## src/lsu_pkg.sv

```systemverilog
`default_nettype none

package lsu_pkg;

  localparam int unsigned xlen = 64;
  localparam int unsigned lane_count = xlen / 8;          // One lane per byte
  localparam int unsigned lane_offset_bits = $clog2(lane_count);
  localparam int unsigned mem_words = 256;
  localparam int unsigned word_addr_bits = $clog2(mem_words);

  // Load/store operation codes from the decode stage
  typedef enum logic [3:0] {
    memop_lb  = 4'h0,
    memop_lbu = 4'h1,
    memop_lh  = 4'h2,
    memop_lhu = 4'h3,
    memop_lw  = 4'h4,
    memop_lwu = 4'h5,
    memop_ld  = 4'h6,
    memop_sb  = 4'h7,
    memop_sh  = 4'h8,
    memop_sw  = 4'h9,
    memop_sd  = 4'ha
  } memop_t;

  // log2 of the access width in bytes
  typedef enum logic [1:0] {
    size_byte  = 2'd0,
    size_half  = 2'd1,
    size_word  = 2'd2,
    size_dword = 2'd3
  } size_t;

endpackage

`default_nettype wire

```

## src/byte_lane_ram.sv

```systemverilog
`timescale 1ns/100ps
`default_nettype none

module byte_lane_ram (
  input  logic                               clk,
  input  logic                               rd_en,
  input  logic                               we,
  input  logic [lsu_pkg::word_addr_bits-1:0] word,
  input  logic [7:0]                         wbyte,
  output logic [7:0]                         rdata
);

  logic [7:0] mem [lsu_pkg::mem_words];

  initial begin
    for (int i = 0; i < lsu_pkg::mem_words; i++) begin
      mem[i] = 8'h00;
    end
  end

  always @(posedge clk) begin
    if (we) begin
      mem[word] <= wbyte;
    end
  end

  // Holds its value while rd_en is low
  always_ff @(posedge clk) begin
    if (rd_en) begin
      rdata <= mem[word];
    end
  end

endmodule

`default_nettype wire

```

## config.mk

```make
export PLATFORM = sky130hd
export DESIGN_NAME = byte_lane_ram
export DESIGN_NICKNAME = d
export VERILOG_FILES = /design/src/lsu_pkg.sv /design/src/byte_lane_ram.sv
export SDC_FILE = /design/constraint.sdc
export NUM_CORES = 2
export LEC_CHECK = 0
export BUFFER_PORTS_ARGS = -buffer_cell sky130_fd_sc_hd__buf_2
export CORE_MARGIN = 1.5
export CORE_UTILIZATION = 45
export CTS_CLUSTER_SIZE = 30
export DETAILED_ROUTE_END_ITERATION = 16
export HOLD_SLACK_MARGIN = 0.1
export PLACE_DENSITY = 0.69
export REMOVE_ABC_BUFFERS = 1
export SLEW_MARGIN = 20
export SYNTH_ARGS = -nofsm -noshare
export SYNTH_HDL_FRONTEND = slang
export SYNTH_SLANG_ARGS = --single-unit
```

## constraint.sdc

```tcl
create_clock -name clk -period 6.71 [get_ports clk]
set_input_delay 1.0065 -clock clk [delete_from_list [all_inputs] [get_ports clk]]
set_output_delay 1.0065 -clock clk [all_outputs]
set_load 0.05 [all_outputs]
```

==> impl_results.md <==
* Clock network fraction of total power at 42.7%
* Reg-to-Reg Start: mem[59][7]
* Wirelength per Cell at 30.0 um
* Startpoint class of the critical path: input pin
* Total number of nets in the final design at 3684
* Post-synthesis cell type count at 21
* Sequential share of power at a little over half
* Post-placement cell count at slightly below 6000
* Worst Setup Slack post-DPL at 1720 ps
* Netlist area before placement at 0.0786 mm^2
* Number of gates given a new drive strength after cts at 0
* Most common cell after layout, fill and taps aside: sky130_fd_sc_hd__edfxtp_1
* Internal power at 0.0212 W
* Total routed wirelength at 185 mm
* Number of port buffers at 26
* Half-perimeter wire length of the detailed placement result at 106 mm
* Detail-routed via count per cell at just over 6
* Number of synthesized register bits at 2056
* Clock slew seen by the registers of the worst setup and hold paths at 70 ps
* Die Width at 421 um
* Seq/Total Area, Yosys at around 79%
* Clock skew at a little under 60 ps
* Clock latency at the later pin of the worst-skew pair at 830 ps
* Rows at 153
* Most used flip-flop cell after synthesis: sky130_fd_sc_hd__edfxtp_1
* Cts hold-fix bufs at 0
* PnR worst setup slack at approximately 2600 ps
* Die height at 421 um
* Worst r2r dst: rdata[7]
* Max Fanout on Critical Path at 97
* Remaining design rule violation count at 0
* Cell types with the largest area share after synthesis: sky130_fd_sc_hd__edfxtp_1 79%, sky130_fd_sc_hd__mux4_2 15%, sky130_fd_sc_hd__a22oi_1 2.4%, sky130_fd_sc_hd__nor2_1 1.1%, sky130_fd_sc_hd__a21oi_1 0.82%
* Class of the worst hold path: in2reg
* GR Util All Layers at a little over a fifth
* Hold Path Cell Cnt at 1
* Number of flops mapped to enable cells by yosys at 2056
* Cell at the root of the clock tree: sky130_fd_sc_hd__clkbuf_16
* Outcome: finished, final reports clean
* Critical Path Sink Type: flop
* Unrepaired setup endpoints after global routing: no
* Relative slew slack at a little under a quarter
* Area share of the leading cell type in the synthesized netlist at 78.6%
* Core ar. at roughly 0.17 mm^2
* Count of antenna-violating nets left after detailed routing at 0
* Synthesized area per cell at 22.2 um^2
* Count of vias placed by the detailed router at 37600
* Post-CTS Setup Repair Bufs at 0
* Post-layout total power at 0.0268 W
* Commonest cells after routing, fill and taps aside: 2056 x sky130_fd_sc_hd__edfxtp_1, 512 x sky130_fd_sc_hd__mux4_2, 256 x sky130_fd_sc_hd__a22oi_1, 222 x sky130_fd_sc_hd__nor2_1, 207 x sky130_fd_sc_hd__clkbuf_16
* Fin util at 51.0%
* Number of clock sinks at 2056
* R2R Setup Slk at ~4000 ps
* Area grow syn2layout at 12.8%
* Worst Min Path Start: wbyte[2]
* Max Cap Viol at 0
* GR Overflow Total at 0
* Starting utilization of the core area at 45.3%
* Maximum number of pins on one net before global-route repair at 217
* Transition time of the tightest slew-check pin at 1150 ps
* Number of instances in the synthesized netlist at 3547
* Yosys Warn Count at 0
* Share of flip-flops with an asynchronous set or reset after synthesis at 0%
* Number of cells on the worst reg-to-reg path at 5
* LEAKAGE at 26.8 nW
* End point of the most critical hold path: mem[200][2]
* Clock period minus final worst setup slack at 4120 ps
* Part of the total power dissipated in combinational logic at ~4.4%
* Wire length of the first global-routing pass at 267 mm
* Filler Cell Count at approximately 13000
* Proportion of total power due to net switching at between 20 and 25%
* Data required, critical path at 7240 ps
* Top cell type by total area after synthesis: sky130_fd_sc_hd__edfxtp_1
* First-pass iteration count of the detailed router at 5
* Worst Setup Path Type: in2reg
* Total net switching power at between 0.005 and 0.006 W
* Layout cell share with drive strength beyond 1 at about a quarter
* Number of clock buffers inserted by TritonCTS at 201
* Total I/O pin count at 27
* Timing-limited maximum frequency at 243 MHz
* Pins Over Slew Limit at 0
* Final hold violation count at 0
* Initial antenna violation count at 6
* Post-route fraction of the period consumed by the critical path at 61.4%
* Count of H-tree levels built during CTS at 4
* Clock Tree Buf Depth at 3
* Count of non-filler cells in the finished layout at 6163
* Iter 0 DRT Violations at ~4400
* Power per unit of standard cell area at roughly 300 mW/mm^2
* Worst-case hold slack at 570 ps
* Peak ir drop on the vdd network at roughly 0.23 mV
* Data arrival time at the worst-slack endpoint at 4650 ps
* Final setup vio count at 0
* Floorplan die area at 0.177 mm^2
* Routability Congestion at 0.815
* CTS tree: done
* Via count of the first global-routing pass at 37900
-- worst max-delay path: stages --
cell	delay [ps]
sky130_fd_sc_hd__buf_8	570
sky130_fd_sc_hd__buf_12	590
sky130_fd_sc_hd__mux4_2	620
sky130_fd_sc_hd__a22oi_1	290
sky130_fd_sc_hd__a21oi_1	220
sky130_fd_sc_hd__o41ai_1	980
sky130_fd_sc_hd__nand4_1	150
-- cells in the mapped netlist, types with 13 or more instances --
| master | n |
|---|---|
| sky130_fd_sc_hd__a21oi_1 | 128 |
| sky130_fd_sc_hd__buf_2 | 36 |
| sky130_fd_sc_hd__nand2_1 | 28 |
| sky130_fd_sc_hd__buf_4 | 16 |
| sky130_fd_sc_hd__nand3_1 | 13 |
| sky130_fd_sc_hd__clkbuf_1 | 145 |
| sky130_fd_sc_hd__nor2_1 | 232 |
| sky130_fd_sc_hd__a22oi_1 | 256 |
| sky130_fd_sc_hd__nor3_1 | 30 |
| sky130_fd_sc_hd__edfxtp_1 | 2056 |
| sky130_fd_sc_hd__buf_6 | 16 |
| sky130_fd_sc_hd__o41ai_1 | 32 |
| sky130_fd_sc_hd__mux4_2 | 512 |
| sky130_fd_sc_hd__buf_1 | 19 |
-- flip-flops by register name, summed over array words and instances, names as in the netlist --
name   cells
rdata      8
mem     2048
-- layout make-up --
type | instances | area, um^2 | area share (%)
clock buffer | 242 | 5310 | 5.99
multi-input combinational | 1258 | 15900 | 17.9
tap | 2325 | 2910 | 3.28
timing repair buffer | 147 | 1350 | 1.53
sequential | 2056 | 61700 | 69.7
inverter | 1 | 3.75 | 0.00424
antenna | 4 | 10.0 | 0.0113
clock inverter | 130 | 1400 | 1.58
-- per-stage QoR --
| stage | area (um^2) | TNS [ps] |
|---|---|---|
| after detailed placement | 81800 | 0 |
| after global routing | 88600 | 0 |
| final | 88600 | 0 |
| after floorplan | 77500 | -1036780 |
| after CTS | 88500 | 0 |
| after global placement | 81700 | 0 |
-- kinds of logic (layout without fill, tap and decap cells) --
| group | Yosys count | after routing | share of synthesized area [%] |
|---|---|---|---|
| flops | 2056 | 2056 | 78.6 |
| other cells | 0 | 4 | 0 |
| mux | 512 | 512 | 14.7 |
| simple gates | 330 | 330 | 1.73 |
| compound gates | 416 | 416 | 3.62 |
| buf+inv | 233 | 520 | 1.40 |
-- how the worst max path moves through the flow --
stage | from | endpoint | slack, ps | depth (start not counted)
floorplan | word[3] | mem[132][0] | -1150 | 3
global placement | word[0] | rdata[3] | 1470 | 7
detailed placement | word[0] | rdata[7] | 1720 | 7
CTS | word[0] | rdata[7] | 2600 | 7
global route | word[0] | rdata[7] | 2470 | 7
finish | word[0] | rdata[7] | 2590 | 7
-- routing by layer --
metal  share of wire, %  track usage [%]  wire, um
met1                 39             28.9     72600
met2                 49             33.3     89900
met3                8.6             4.33     15900
met4                3.4             7.92      6370
met5              0.061            0.246       113
-- power by group through the flow --
stage               clock network (W)  registers [W]  logic (W)
global route                   0.0120         0.0142    0.00123
floorplan                           0         0.0145   0.000488
detailed placement                  0         0.0145    0.00117
global placement                    0         0.0145    0.00115
finish                         0.0114         0.0142    0.00117
CTS                            0.0115         0.0142    0.00117
(Power assumes the default switching activity.)
