==> config.mk <==
export PLATFORM = sky130hd
export DESIGN_NAME = lsu_req_align
export DESIGN_NICKNAME = d
export VERILOG_FILES = /design/src/lsu_pkg.sv /design/src/lsu_req_align.sv
export SDC_FILE = /design/constraint.sdc
export NUM_CORES = 1
export LEC_CHECK = 0
export BUFFER_PORTS_ARGS = -buffer_cell sky130_fd_sc_hd__buf_4
export CORE_AREA = 4 4 85 87
export DETAILED_ROUTE_END_ITERATION = 8
export DIE_AREA = 0 0 89 91
export PLACE_DENSITY = 0.86
export SYNTH_ARGS = -nofsm -noshare
export SYNTH_HDL_FRONTEND = slang
export SYNTH_SLANG_ARGS = --single-unit
==> constraint.sdc <==
create_clock -name vclk -period 3.1
set_input_delay 0.31 -clock vclk [all_inputs]
set_output_delay 0.31 -clock vclk [all_outputs]
set_load 0.02 [all_outputs]
==> src/lsu_pkg.sv <==
`default_nettype none

package lsu_pkg;

  localparam int unsigned xlen = 64;
  localparam int unsigned lane_count = xlen / 8;          // One lane per byte
  localparam int unsigned lane_offset_bits = $clog2(lane_count);
  localparam int unsigned mem_words = 256;
  localparam int unsigned word_addr_bits = $clog2(mem_words);

  // Load/store operation codes from the decode stage
  typedef enum logic [3:0] {
    memop_lb  = 4'h0,
    memop_lbu = 4'h1,
    memop_lh  = 4'h2,
    memop_lhu = 4'h3,
    memop_lw  = 4'h4,
    memop_lwu = 4'h5,
    memop_ld  = 4'h6,
    memop_sb  = 4'h7,
    memop_sh  = 4'h8,
    memop_sw  = 4'h9,
    memop_sd  = 4'ha
  } memop_t;

  // log2 of the access width in bytes
  typedef enum logic [1:0] {
    size_byte  = 2'd0,
    size_half  = 2'd1,
    size_word  = 2'd2,
    size_dword = 2'd3
  } size_t;

endpackage

`default_nettype wire

==> src/lsu_req_align.sv <==
`timescale 1ns/100ps
`default_nettype none

module lsu_req_align (
  input  logic                                       req_valid,
  input  lsu_pkg::memop_t                            req_op,
  input  logic [lsu_pkg::xlen-1:0]                   req_addr,
  input  logic [lsu_pkg::xlen-1:0]                   req_wdata,
  input  logic                                       slot_free,
  output logic                                       req_ready,
  output logic                                       accept,
  output logic                                       lane_rd_en,
  output logic [lsu_pkg::lane_count-1:0]             lane_we,
  output logic [lsu_pkg::lane_count-1:0][7:0]        lane_wbyte,
  output logic [lsu_pkg::word_addr_bits-1:0]         lane_word,
  output logic                                       fmt_load,
  output lsu_pkg::size_t                             fmt_size,
  output logic                                       fmt_unsigned,
  output logic [lsu_pkg::lane_offset_bits-1:0]       fmt_offset,
  output logic                                       fmt_err
);

  logic                                  is_load;
  logic                                  is_store;
  logic                                  is_unsigned;
  lsu_pkg::size_t                        size;
  logic [lsu_pkg::lane_offset_bits-1:0]  offset;
  logic                                  misaligned;
  logic [lsu_pkg::lane_count-1:0]        size_mask;
  logic [lsu_pkg::xlen-1:0]              wdata_shifted;

  assign offset = req_addr[lsu_pkg::lane_offset_bits-1:0];

  always_comb begin
    is_load     = 1'b0;
    is_store    = 1'b0;
    is_unsigned = 1'b0;
    size        = lsu_pkg::size_byte;
    case (req_op)
      lsu_pkg::memop_lb:  is_load = 1'b1;
      lsu_pkg::memop_lbu: begin is_load = 1'b1; is_unsigned = 1'b1; end
      lsu_pkg::memop_lh:  begin is_load = 1'b1; size = lsu_pkg::size_half; end
      lsu_pkg::memop_lhu: begin
        is_load     = 1'b1;
        is_unsigned = 1'b1;
        size        = lsu_pkg::size_half;
      end
      lsu_pkg::memop_lw:  begin is_load = 1'b1; size = lsu_pkg::size_word; end
      lsu_pkg::memop_lwu: begin
        is_load     = 1'b1;
        is_unsigned = 1'b1;
        size        = lsu_pkg::size_word;
      end
      lsu_pkg::memop_ld:  begin is_load = 1'b1; size = lsu_pkg::size_dword; end
      lsu_pkg::memop_sb:  is_store = 1'b1;
      lsu_pkg::memop_sh:  begin is_store = 1'b1; size = lsu_pkg::size_half; end
      lsu_pkg::memop_sw:  begin is_store = 1'b1; size = lsu_pkg::size_word; end
      lsu_pkg::memop_sd:  begin is_store = 1'b1; size = lsu_pkg::size_dword; end
      default: ;                                          // Unused code makes no access
    endcase
  end

  always_comb begin
    case (size)
      lsu_pkg::size_byte: begin misaligned = 1'b0;          size_mask = 8'b0000_0001; end
      lsu_pkg::size_half: begin misaligned = offset[0];     size_mask = 8'b0000_0011; end
      lsu_pkg::size_word: begin misaligned = |offset[1:0];  size_mask = 8'b0000_1111; end
      default:            begin misaligned = |offset;       size_mask = 8'b1111_1111; end
    endcase
  end

  assign req_ready = slot_free;
  assign accept    = req_valid && slot_free;

  // Store bytes land in lanes starting at the offset
  assign wdata_shifted = req_wdata << {offset, 3'b000};
  assign lane_wbyte    = wdata_shifted;
  assign lane_word     = req_addr[lsu_pkg::lane_offset_bits +: lsu_pkg::word_addr_bits];

  assign lane_rd_en = accept && is_load && !misaligned;
  assign lane_we    = (accept && is_store && !misaligned) ? (size_mask << offset) : '0;

  assign fmt_load     = is_load;
  assign fmt_size     = size;
  assign fmt_unsigned = is_unsigned;
  assign fmt_offset   = offset;
  assign fmt_err      = misaligned;

endmodule

`default_nettype wire

==> results.rst <==
.. list-table::
   :header-rows: 1

   * - Metric
     - Value
   * - Result of the run
     - complete, no violations
   * - Post-CTS Resized
     - 0
   * - Post-synth net total
     - roughly 460
   * - Cell Pwr Density
     - ~190 nW/um^2
   * - Maximum vdd drop
     - ~110 uV
   * - Worst Path Arrival
     - 2200 ps
   * - Multiplexer area fraction after synthesis
     - 34.8%
   * - Dominant cell by count in the synthesized netlist
     - nor2_1
   * - Crit path max-delay family
     - compound AO/OA/AOI/OAI gates
   * - Via count
     - roughly 2800
   * - Final hold vios
     - 0
   * - Post-route design area
     - between 3000 and 4000 um^2
   * - Sequential standard cell area
     - 0 um^2
   * - Number of pins exceeding their max-slew limit in the final report
     - 0
   * - Post-synthesis cell type count
     - 39
   * - Final setup violating endpoints
     - 0
   * - Overall Global Routing Usage
     - between 10% and 20%
   * - Post-CTS Setup Repair Bufs
     - 0
   * - Class of the most critical setup path
     - input pin to output pin
   * - Critical path's slowest cell
     - o311ai_4
   * - Syn-to-layout area delta
     - 50.0%
   * - Launching element type of the critical path
     - input pin
   * - Final worst slack
     - slightly below 600 ps
   * - Post-place setup slack
     - 597 ps
   * - Core area
     - approximately 6300 um^2
   * - Sum of buffers and inverters on the critical path
     - 2
   * - Crit path time final
     - ~2500 ps
   * - Fill cell count
     - approximately 630
   * - Number of input and output port buffers inserted
     - 156
   * - Simple-gate portion of the synthesized area
     - between 20% and 30%
   * - Length of the first detailed-routing pass in iterations
     - 5
   * - Placed inst area
     - 3200 um^2
   * - Cell mode on critical path
     - buf_4
   * - Weighted congestion at the end of routability-driven global placement
     - 0.878
   * - First-pass GRT wire length
     - about 13000 um
   * - Part of the cycle the worst path needs
     - between 80% and 90%
   * - Ratio of cells with drive above 1 in the final layout
     - 43.7%
   * - Remaining Overflow, GRT
     - 0
   * - Fmax
     - between 300 and 400 MHz
   * - Wire length reported by the detailed router
     - between 8000 and 9000 um
   * - Post-detailed-route count of antenna-violating nets
     - 0
   * - Largest stage delay, worst path
     - roughly 530 ps
   * - Largest family of logic cells by synthesized area
     - multiplexers
   * - Leakage power
     - between 1.5 and 2 nW
   * - Total Power
     - ~600 uW
   * - Largest net degree at the start of global routing
     - 71
   * - Die Y
     - 91 um
   * - Effective utilization at floorplan
     - 33.6%
   * - Dominant cells by area after synthesis
     - mux2i_1 (22%), nor2_1 (13%), mux2_2 (13%)
   * - RSZ-0062 raised after global routing
     - false
   * - Synth Area in XOR/XNOR
     - less than 1%
   * - Register area share after synthesis
     - 0%
   * - Share of the synthesized area in the top cell type
     - ~22%
   * - Sequential cell count
     - 0
   * - Area of the multi-input gates
     - about 1900 um^2
   * - Syn_area_per_cell
     - ~6.5 um^2
   * - Synthesized cell area
     - 2130 um^2
   * - Routed length per instance
     - 16.1 um
   * - Cell Chain, Critical Path
     - buf_4 -> or2_1 -> o221ai_2 -> o311ai_4 -> nor3b_1 -> buf_4
   * - Diode insertion count for antenna repair
     - 0
   * - Final TNS setup
     - 0 ps
   * - DPL Wire Length
     - approximately 6600 um
   * - Pin slew with the least headroom to its limit
     - roughly 770 ps
   * - DRC violation count after routing
     - 0
   * - Most used standard cells in the synthesized netlist
     - nor2_1 (74), mux2i_1 (47), a21oi_1 (31)
   * - # hold bufs at CTS
     - 0
   * - Worst hold slack
     - 620 ps
   * - Ys Warns
     - 0
   * - Antenna violations before repair
     - 0
   * - Die outline area
     - roughly 8100 um^2
   * - Highest fanout seen on the critical path
     - 39
   * - Number of core rows
     - 29
   * - Via count of the first global-routing pass
     - between 2000 and 3000
   * - Clock buffer count
     - 0
   * - Violation count after the first detailed-route iteration
     - 82
   * - Vias per std cell
     - roughly 5.3
   * - Compound-Gate Fraction of Synth Area
     - between 20% and 30%
   * - Max-Slew Margin vs Limit
     - 48.6%
   * - Nets
     - 582
   * - Top Ports
     - roughly 230
   * - Synth area leader
     - mux2i_1
   * - Worst min-delay path category
     - input pin to output pin
   * - Adder-cell share of the synthesized area
     - 0%
   * - Chip width
     - 89 um
   * - Setup crit end kind
     - output pin
   * - Cells after synthesis
     - about 330
   * - Required time of the critical path
     - about 2800 ps
   * - Maximum Capacitance Violations
     - 0
## cell usage in the layout (no fill, tap or decap), types with 3 or more instances in the layout
cell        n
a211oi_1    4
o22ai_1     9
o21ai_0    12
buf_4     164
a31oi_1     3
inv_1       3
nor3_1      6
a21oi_1    31
nand2b_1    4
nand2_1    23
o32ai_1     8
nor2_1     74
and2_1     10
mux2i_1    47
mux2_2     24
nor2b_1     3
## logic make-up after synthesis
group / count (synthesis)
compound gates: 79
xor+xnor: 1
buf+inv: 50
mux: 71
simple gates: 127
## layout make-up
class	instances	area share, %
Multi-Input combinational cell	278	58.0
Timing Repair Buffer	164	38.5
Tap cell	77	3.01
Inverter	4	0.470
## metal layers
metal | vias to the layer above | share of wire, % | track usage (%)
met5 | - | 0 | 0
met1 | 1267 | 40 | 23.9
met2 | 130 | 49 | 34.2
met3 | 9 | 10 | 3.89
met4 | 0 | 0.87 | 2.11
li1 | 1388 | - | -
## metrics by stage
stage | std cells | util [%]
2_1_floorplan | 328 | -
3_3_place_gp | 523 | 50.3
3_5_place_dp | 523 | 50.3
4_1_cts | 523 | 50.3
5_1_grt | 523 | 50.3
6_report | 523 | 50.3
## final timing paths
check / from / to / slack (ps) / depth (start not counted)
setup / recovery: req_addr[1] / lane_we[4] / 590 / 6
hold / removal: req_addr[5] / lane_word[2] / 620 / 0
## where the power goes
group          internal [mW]  switching (mW)  total [mW]  leakage (nW)
Combinational          0.269           0.328       0.597          1.59
Clock                      0               0           0             0
Sequential                 0               0           0             0
Total                  0.269           0.328       0.597          1.59
(Power assumes the default switching activity.)
