==> src/lsu_pkg.sv <==
`default_nettype none

package lsu_pkg;

  localparam int unsigned xlen = 64;
  localparam int unsigned lane_count = xlen / 8;          // One lane per byte
  localparam int unsigned lane_offset_bits = $clog2(lane_count);
  localparam int unsigned mem_words = 256;
  localparam int unsigned word_addr_bits = $clog2(mem_words);

  // Load/store operation codes from the decode stage
  typedef enum logic [3:0] {
    memop_lb  = 4'h0,
    memop_lbu = 4'h1,
    memop_lh  = 4'h2,
    memop_lhu = 4'h3,
    memop_lw  = 4'h4,
    memop_lwu = 4'h5,
    memop_ld  = 4'h6,
    memop_sb  = 4'h7,
    memop_sh  = 4'h8,
    memop_sw  = 4'h9,
    memop_sd  = 4'ha
  } memop_t;

  // log2 of the access width in bytes
  typedef enum logic [1:0] {
    size_byte  = 2'd0,
    size_half  = 2'd1,
    size_word  = 2'd2,
    size_dword = 2'd3
  } size_t;

endpackage

`default_nettype wire

==> src/lsu_load_format.sv <==
`timescale 1ns/100ps
`default_nettype none

module lsu_load_format (
  input  logic                                  clk,
  input  logic                                  rst_n,
  input  logic                                  accept,
  input  logic                                  fmt_load,
  input  lsu_pkg::size_t                        fmt_size,
  input  logic                                  fmt_unsigned,
  input  logic [lsu_pkg::lane_offset_bits-1:0]  fmt_offset,
  input  logic                                  fmt_err,
  input  logic [lsu_pkg::lane_count-1:0][7:0]   lane_rdata,
  input  logic                                  resp_ready,
  output logic                                  slot_free,
  output logic                                  resp_valid,
  output logic [lsu_pkg::xlen-1:0]              resp_rdata,
  output logic                                  resp_err
);

  logic                                  load_q;
  lsu_pkg::size_t                        size_q;
  logic                                  unsigned_q;
  logic [lsu_pkg::lane_offset_bits-1:0]  offset_q;
  logic                                  err_q;
  logic [2*lsu_pkg::xlen-1:0]            doubled;
  logic [lsu_pkg::xlen-1:0]              rotated;
  logic [lsu_pkg::xlen-1:0]              extended;
  logic                                  sign;

  assign slot_free = !resp_valid || resp_ready;

  always_ff @(posedge clk) begin
    if (!rst_n) begin
      resp_valid <= 1'b0;
    end else if (accept) begin
      resp_valid <= 1'b1;
    end else if (resp_ready) begin
      resp_valid <= 1'b0;
    end
  end

  always_ff @(posedge clk) begin
    if (accept) begin
      load_q     <= fmt_load;
      size_q     <= fmt_size;
      unsigned_q <= fmt_unsigned;
      offset_q   <= fmt_offset;
      err_q      <= fmt_err;
    end
  end

  // Addressed byte moves down to lane 0
  assign doubled = {lane_rdata, lane_rdata};
  assign rotated = doubled[{offset_q, 3'b000} +: lsu_pkg::xlen];

  always_comb begin
    case (size_q)
      lsu_pkg::size_byte: begin
        sign     = !unsigned_q && rotated[7];
        extended = {{(lsu_pkg::xlen-8){sign}}, rotated[7:0]};
      end
      lsu_pkg::size_half: begin
        sign     = !unsigned_q && rotated[15];
        extended = {{(lsu_pkg::xlen-16){sign}}, rotated[15:0]};
      end
      lsu_pkg::size_word: begin
        sign     = !unsigned_q && rotated[31];
        extended = {{(lsu_pkg::xlen-32){sign}}, rotated[31:0]};
      end
      default: begin
        sign     = 1'b0;                                  // Full width needs no extension
        extended = rotated;
      end
    endcase
  end

  assign resp_rdata = (load_q && !err_q) ? extended : '0;  // Stores and errors read zero
  assign resp_err   = err_q;

endmodule

`default_nettype wire

==> config.mk <==
export PLATFORM = sky130hd
export DESIGN_NAME = lsu_load_format
export DESIGN_NICKNAME = d
export VERILOG_FILES = /design/src/lsu_pkg.sv /design/src/lsu_load_format.sv
export SDC_FILE = /design/constraint.sdc
export NUM_CORES = 1
export LEC_CHECK = 0
export BUFFER_PORTS_ARGS = -buffer_cell sky130_fd_sc_hd__buf_2
export CAP_MARGIN = 5
export CORE_MARGIN = 4
export CORE_UTILIZATION = 50
export CTS_CLUSTER_DIAMETER = 50
export DETAILED_ROUTE_END_ITERATION = 16
export PLACE_DENSITY = 0.83
export SYNTH_ARGS = -nofsm -noshare
export SYNTH_HDL_FRONTEND = slang
export SYNTH_SLANG_ARGS = --single-unit
export TNS_END_PERCENT = 50
==> constraint.sdc <==
create_clock -name clk -period 2.35 [get_ports clk]
set_clock_uncertainty 0.05 [all_clocks]
set_input_delay 0 -clock clk [delete_from_list [all_inputs] [get_ports clk]]
set_output_delay 0 -clock clk [all_outputs]
set_load 0.01 [all_outputs]
==> results of run 1 <==
==> cells in the final DEF (no fill, tap or decap), types with 7 or more instances in the layout <==
cell type	n
buf_2	142
mux4_2	42
mux2_2	33
a21oi_2	29
mux2i_1	23
buf_4	21
a21oi_1	20
nor2_1	19
nand2_1	18
o22ai_1	18
a22oi_1	16
or3_1	9
nand3_1	9
dlygate4sd3_1	9
mux2_4	8
inv_1	8
edfxtp_1	8
nor2_2	7
nand2b_1	7
==> metal layers <==
layer / wire [um] / global-route usage
met3: 1550 / 0.0534
met1: 4390 / 0.368
met5: 0 / 0
met2: 6180 / 0.486
met4: 355 / 0.107
==> path summary, 6_finish.rpt <==
path	endpoint	slack, ps	cells after the start
max	resp_rdata[50]	-80	9
min	size_q[0]$_DFFE_PP_	70	1
min reg2reg	resp_valid$_SDFFE_PN0P_	520	2
max reg2reg	resp_valid$_SDFFE_PN0P_	1580	2
==> area by class of cell <==
cell class                 instances  area (sq um)  share of cell area
multi-input combinational        290          2930               0.651
timing repair buffer             183          1140               0.252
sequential                         9           260              0.0578
tap                               77          96.3              0.0214
clock buffer                       4          45.0              0.0100
inverter                           9          33.8             0.00750
==> stage by stage <==
step / hold slack, ps / util / cell area (sq um)
after floorplan: 48.9 / - / 3360
after global placement: 128 / 0.651 / 4180
after detailed placement: 128 / 0.651 / 4180
after CTS: 18.5 / 0.678 / 4350
after global routing: 67.1 / 0.702 / 4510
final: 68.3 / 0.702 / 4510
==> worst max-delay path, cell delays in order (launching register included) <==
cell,delay [ps]
edfxtp_1,400
buf_12,170
mux2i_2,270
nand2_1,150
and3_4,180
buf_6,130
o41ai_4,410
buf_12,210
a21oi_1,60
buf_2,150
==> registers in the layout (all words and copies together), names as in the netlist <==
register    cells
size_q          2
offset_q        3
load_q          1
unsigned_q      1
resp_err        1
resp_valid      1
==> timing repair <==
item | CTS | global route
gates cloned | 0 | 1
pin swaps | 0 | 4
endpoints found under the setup margin | 44 | 55
endpoints found under the hold margin | 9 | 0
buffers inserted | 0 | 5
hold buffers | 9 | 0
gates resized for setup | 8 | 22
==> power by group <==
group | internal [mW] | total [mW] | leakage [nW] | switching, mW
logic | 0.615 | 1.27 | 1.89 | 0.655
registers | 0.189 | 0.199 | 0.0867 | 0.00990
clock network | 0.119 | 0.186 | 0.0228 | 0.0670
total | 0.923 | 1.65 | 2.00 | 0.731
==> cell families (layout without fill, tap and decap cells) <==
kind of cell | count (synthesis) | in the layout | synth area share
buffers and inverters | 47 | 196 | 0.0820
flip-flops | 9 | 9 | 0.0776
multiplexers | 109 | 109 | 0.497
AO/OA/AOI/OAI | 92 | 92 | 0.200
AND/OR/NAND/NOR | 89 | 89 | 0.143
==> impl_metrics.ini, run 1 <==
[global_route]
first_global_vias = 3799
antenna_found_initial = 0
grt_pass1_wl_um = 19100
overflow = 0
grt_util_all_layers = 0.288
grt_max_degree = 57

[worst_setup_path]
critPathKind = reg2out
cp-start-kind = flop
reg2reg_from = resp_valid$_SDFFE_PN0P_
startpoint = offset_q[0]$_DFFE_PP_
crit_fanout = 13
end_kind = output port
arrival_ps = 2380
critical_path_required_ps = 2300

[logic_synthesis]
synth_cell_types = 40
synthTopCellsByArea = mux4_2 28%, mux2_2 14%, mux2i_1 7.8%
synth_top_area_frac = 0.282
syn_avg_cell_area_sq_um = 9.70
synth.most_common_cell = mux4_2
synth_top_cell_by_area = mux4_2
synth_edf_count = 8
ys.flop_type = edfxtp_1
synth.cells.most_frequent = 42 x mux4_2, 41 x mux2_2, 26 x mux2i_1, 25 x a21oi_1, 24 x a21oi_2
yosys_warnings = 0
synthCells = 346
ys_seq_area_frac = 0.0776
synth-seq-cells = 9
synth.cell_area_sq_um = 3360
async_reset_ff_frac = 0
syn-num-nets = 422

[clocking]
path_clk_slew_ps = 50
numCtsBuffers = 3
cts.sinks = 9
cts_tree = done
h-tree-depth = 1
cts_root_buf = clkbuf_8
cts.path.max_buffers = 2
clock_latency_ps = 230

[hold_path]
hold_path_class = in2reg
hold_path.startpoint = accept

[layout]
fin_cells = 572
area_delta_synth_final_pct = 34.3
nFillCells = 464
antenna_cells = 0
final_nets = 572
drive_above_1_share = 0.638

[placed_design]
io_buffers = 142
placed_cells = 553
hpwl_um = 8960
dp_slack_ps = -77.4
routabilityCongestion = 0.905

[timing]
relSlewSlack = 0.618
max_freq_mhz = 412
post-route-period-util = 1.03
layout_min_cycle_time_ps = 2430
fin_setup_tns_ps = -844
rsz0062_at_grt = yes
drv_slew = 0
worst_pin_slew_ps = 574
fin_ws_ps = -79.3
hold_viol_final = 0
finalSetupViolCount = 29

[status]
status = complete, but fails checks
failed_checks = setup timing

[drt]
first_pass_iters = 5
drt_iter0_markers = 622
vias = 3835
drc = 0
drt_wl_total_um = 12500
viasPerCell = 6.70
wire_per_inst_um = 21.8
postRouteAntennaNets = 0

[die]
core_sq_um = 6420
dieArea_sq_um = 8090
std_cell_rows = 29
die_width_um = 89.9
start_util = 0.523
ioPinCount = 143
die_h_um = 89.9

[pwr]
power_density_nw_per_um2 = 367
peakVddDrop_v = 0.000552
p_leak_nw = 2.00
p_total_mw = 1.65

[run]
cap_violations = 0
(Power assumes the default switching activity.)
==> run 2, diff against run 1 <==
- RECOVER_POWER: not set -> 50
==> impl_metrics.ini, run 2 (synthesis gave the netlist of run 1 again) <==
[clocking]
clock_latency_ps = 230
cts.sinks = 9
numCtsBuffers = 3
cts_root_buf = clkbuf_8
path_clk_slew_ps = 40
cts.path.max_buffers = 2
h-tree-depth = 1
cts_tree = done

[worst_setup_path]
critPathKind = reg2out
end_kind = output port
crit_fanout = 13
arrival_ps = 2380
cp-start-kind = flop
critical_path_required_ps = 2300

[layout]
antenna_cells = 0
area_delta_synth_final_pct = 34.2
fin_util = 0.701
final_nets = 572
mostFrequentLayoutCell = buf_2
top_regs = offset_q (3), size_q (2)
nFillCells = 467
fin_area_sq_um = 4500
largest_reg_flops = 3
layout_common_cells = 139 x buf_2, 42 x mux4_2, 33 x mux2_2
fin_cells = 572
drive_above_1_share = 0.632
largest-register = offset_q

[placed_design]
placed_cells = 553
placed_cell_area_sq_um = 4180
dp_slack_ps = -77.4
hpwl_um = 8960
routabilityCongestion = 0.905
io_buffers = 142

[drt]
viasPerCell = 6.68
drc = 0
first_pass_iters = 6
vias = 3820
postRouteAntennaNets = 0
drt_wl_total_um = 12400
wire_per_inst_um = 21.8
drt_iter0_markers = 624

[pwr]
power_density_nw_per_um2 = 367
power_frac_seq = 0.120
p_leak_nw = 1.99
switching_share = 0.442
clockPowerShare = 0.111
power_frac_comb = 0.768
p_int_mw = 0.922
switching_power_mw = 0.730
peakVddDrop_v = 0.000545
p_total_mw = 1.65

[die]
die_h_um = 89.9
start_util = 0.523
ioPinCount = 143
core_sq_um = 6420
std_cell_rows = 29
die_width_um = 89.9
dieArea_sq_um = 8090

[global_route]
first_global_vias = 3799
grt_pass1_wl_um = 19100
grt_util_all_layers = 0.288
grt_max_degree = 57
overflow = 0
antenna_found_initial = 0

[timing]
worst_pin_slew_ps = 562
rsz0062_at_grt = yes
max_freq_mhz = 412
fin_ws_ps = -75.8
post-route-period-util = 1.03
hold_viol_final = 0
fin_setup_tns_ps = -814
drv_slew = 0
relSlewSlack = 0.626
finalSetupViolCount = 27
holdWs_ps = 72.8
layout_min_cycle_time_ps = 2430

[status]
status = complete, but fails checks
failed_checks = setup timing

[hold_path]
hold_path_class = in2reg

[run]
cap_violations = 0
==> run 2: cell types whose count changed in the layout (fill, tap and decap cells not counted), sizes merged <==
cell,previous run,this run
buf,173,170
clkbuf,5,8
==> run 2: what timing repair did <==
action	in CTS	in global routing
pin swaps	0	4
hold buffers	9	0
buffers inserted	0	5
endpoints found under the hold margin	9	0
endpoints found under the setup margin	44	55
resized for setup	8	22
gates cloned	0	1
==> run 2: final cells by class <==
| class | instances | area (sq um) | share of cell area |
|---|---|---|---|
| repair buffers | 183 | 1130 | 0.252 |
| multi-input cells | 290 | 2930 | 0.652 |
| flip-flops and latches | 9 | 260 | 0.0578 |
| inverters | 9 | 33.8 | 0.00750 |
| well taps | 77 | 96.3 | 0.0214 |
| clock buffers | 4 | 45.0 | 0.0100 |
==> run 2: power groups by stage <==
stage,registers [mW],logic [mW],clock network (mW)
2_1_floorplan,0.201,0.812,0
3_3_place_gp,0.202,1.13,0
3_5_place_dp,0.203,1.15,0
4_1_cts,0.200,1.18,0.180
5_1_grt,0.200,1.35,0.192
6_report,0.199,1.27,0.184
==> run 2: worst max-delay path, cell delays in order, from the launching register on <==
cell	delay [ps]
edfxtp_1	400
buf_12	170
mux2i_2	270
nand2_1	150
and3_4	180
buf_6	130
o41ai_4	410
buf_12	210
a21oi_1	60
buf_2	150
==> run 2: worst paths after layout <==
check,from,to,slack (ps),cells after the start
min reg2reg,resp_valid$_SDFFE_PN0P_,resp_valid$_SDFFE_PN0P_,520,2
max,offset_q[0]$_DFFE_PP_,resp_rdata[50],-80,9
max reg2reg,resp_valid$_SDFFE_PN0P_,resp_valid$_SDFFE_PN0P_,1580,2
min,resp_ready,resp_valid$_SDFFE_PN0P_,70,3
==> run 2: routing by layer <==
metal | vias to the layer above | global-route usage | share of wire
li1 | 1668 | - | -
met1 | 1784 | 0.368 | 0.34
met2 | 334 | 0.486 | 0.50
met3 | 34 | 0.0534 | 0.13
met4 | 0 | 0.107 | 0.028
met5 | - | 0 | 0
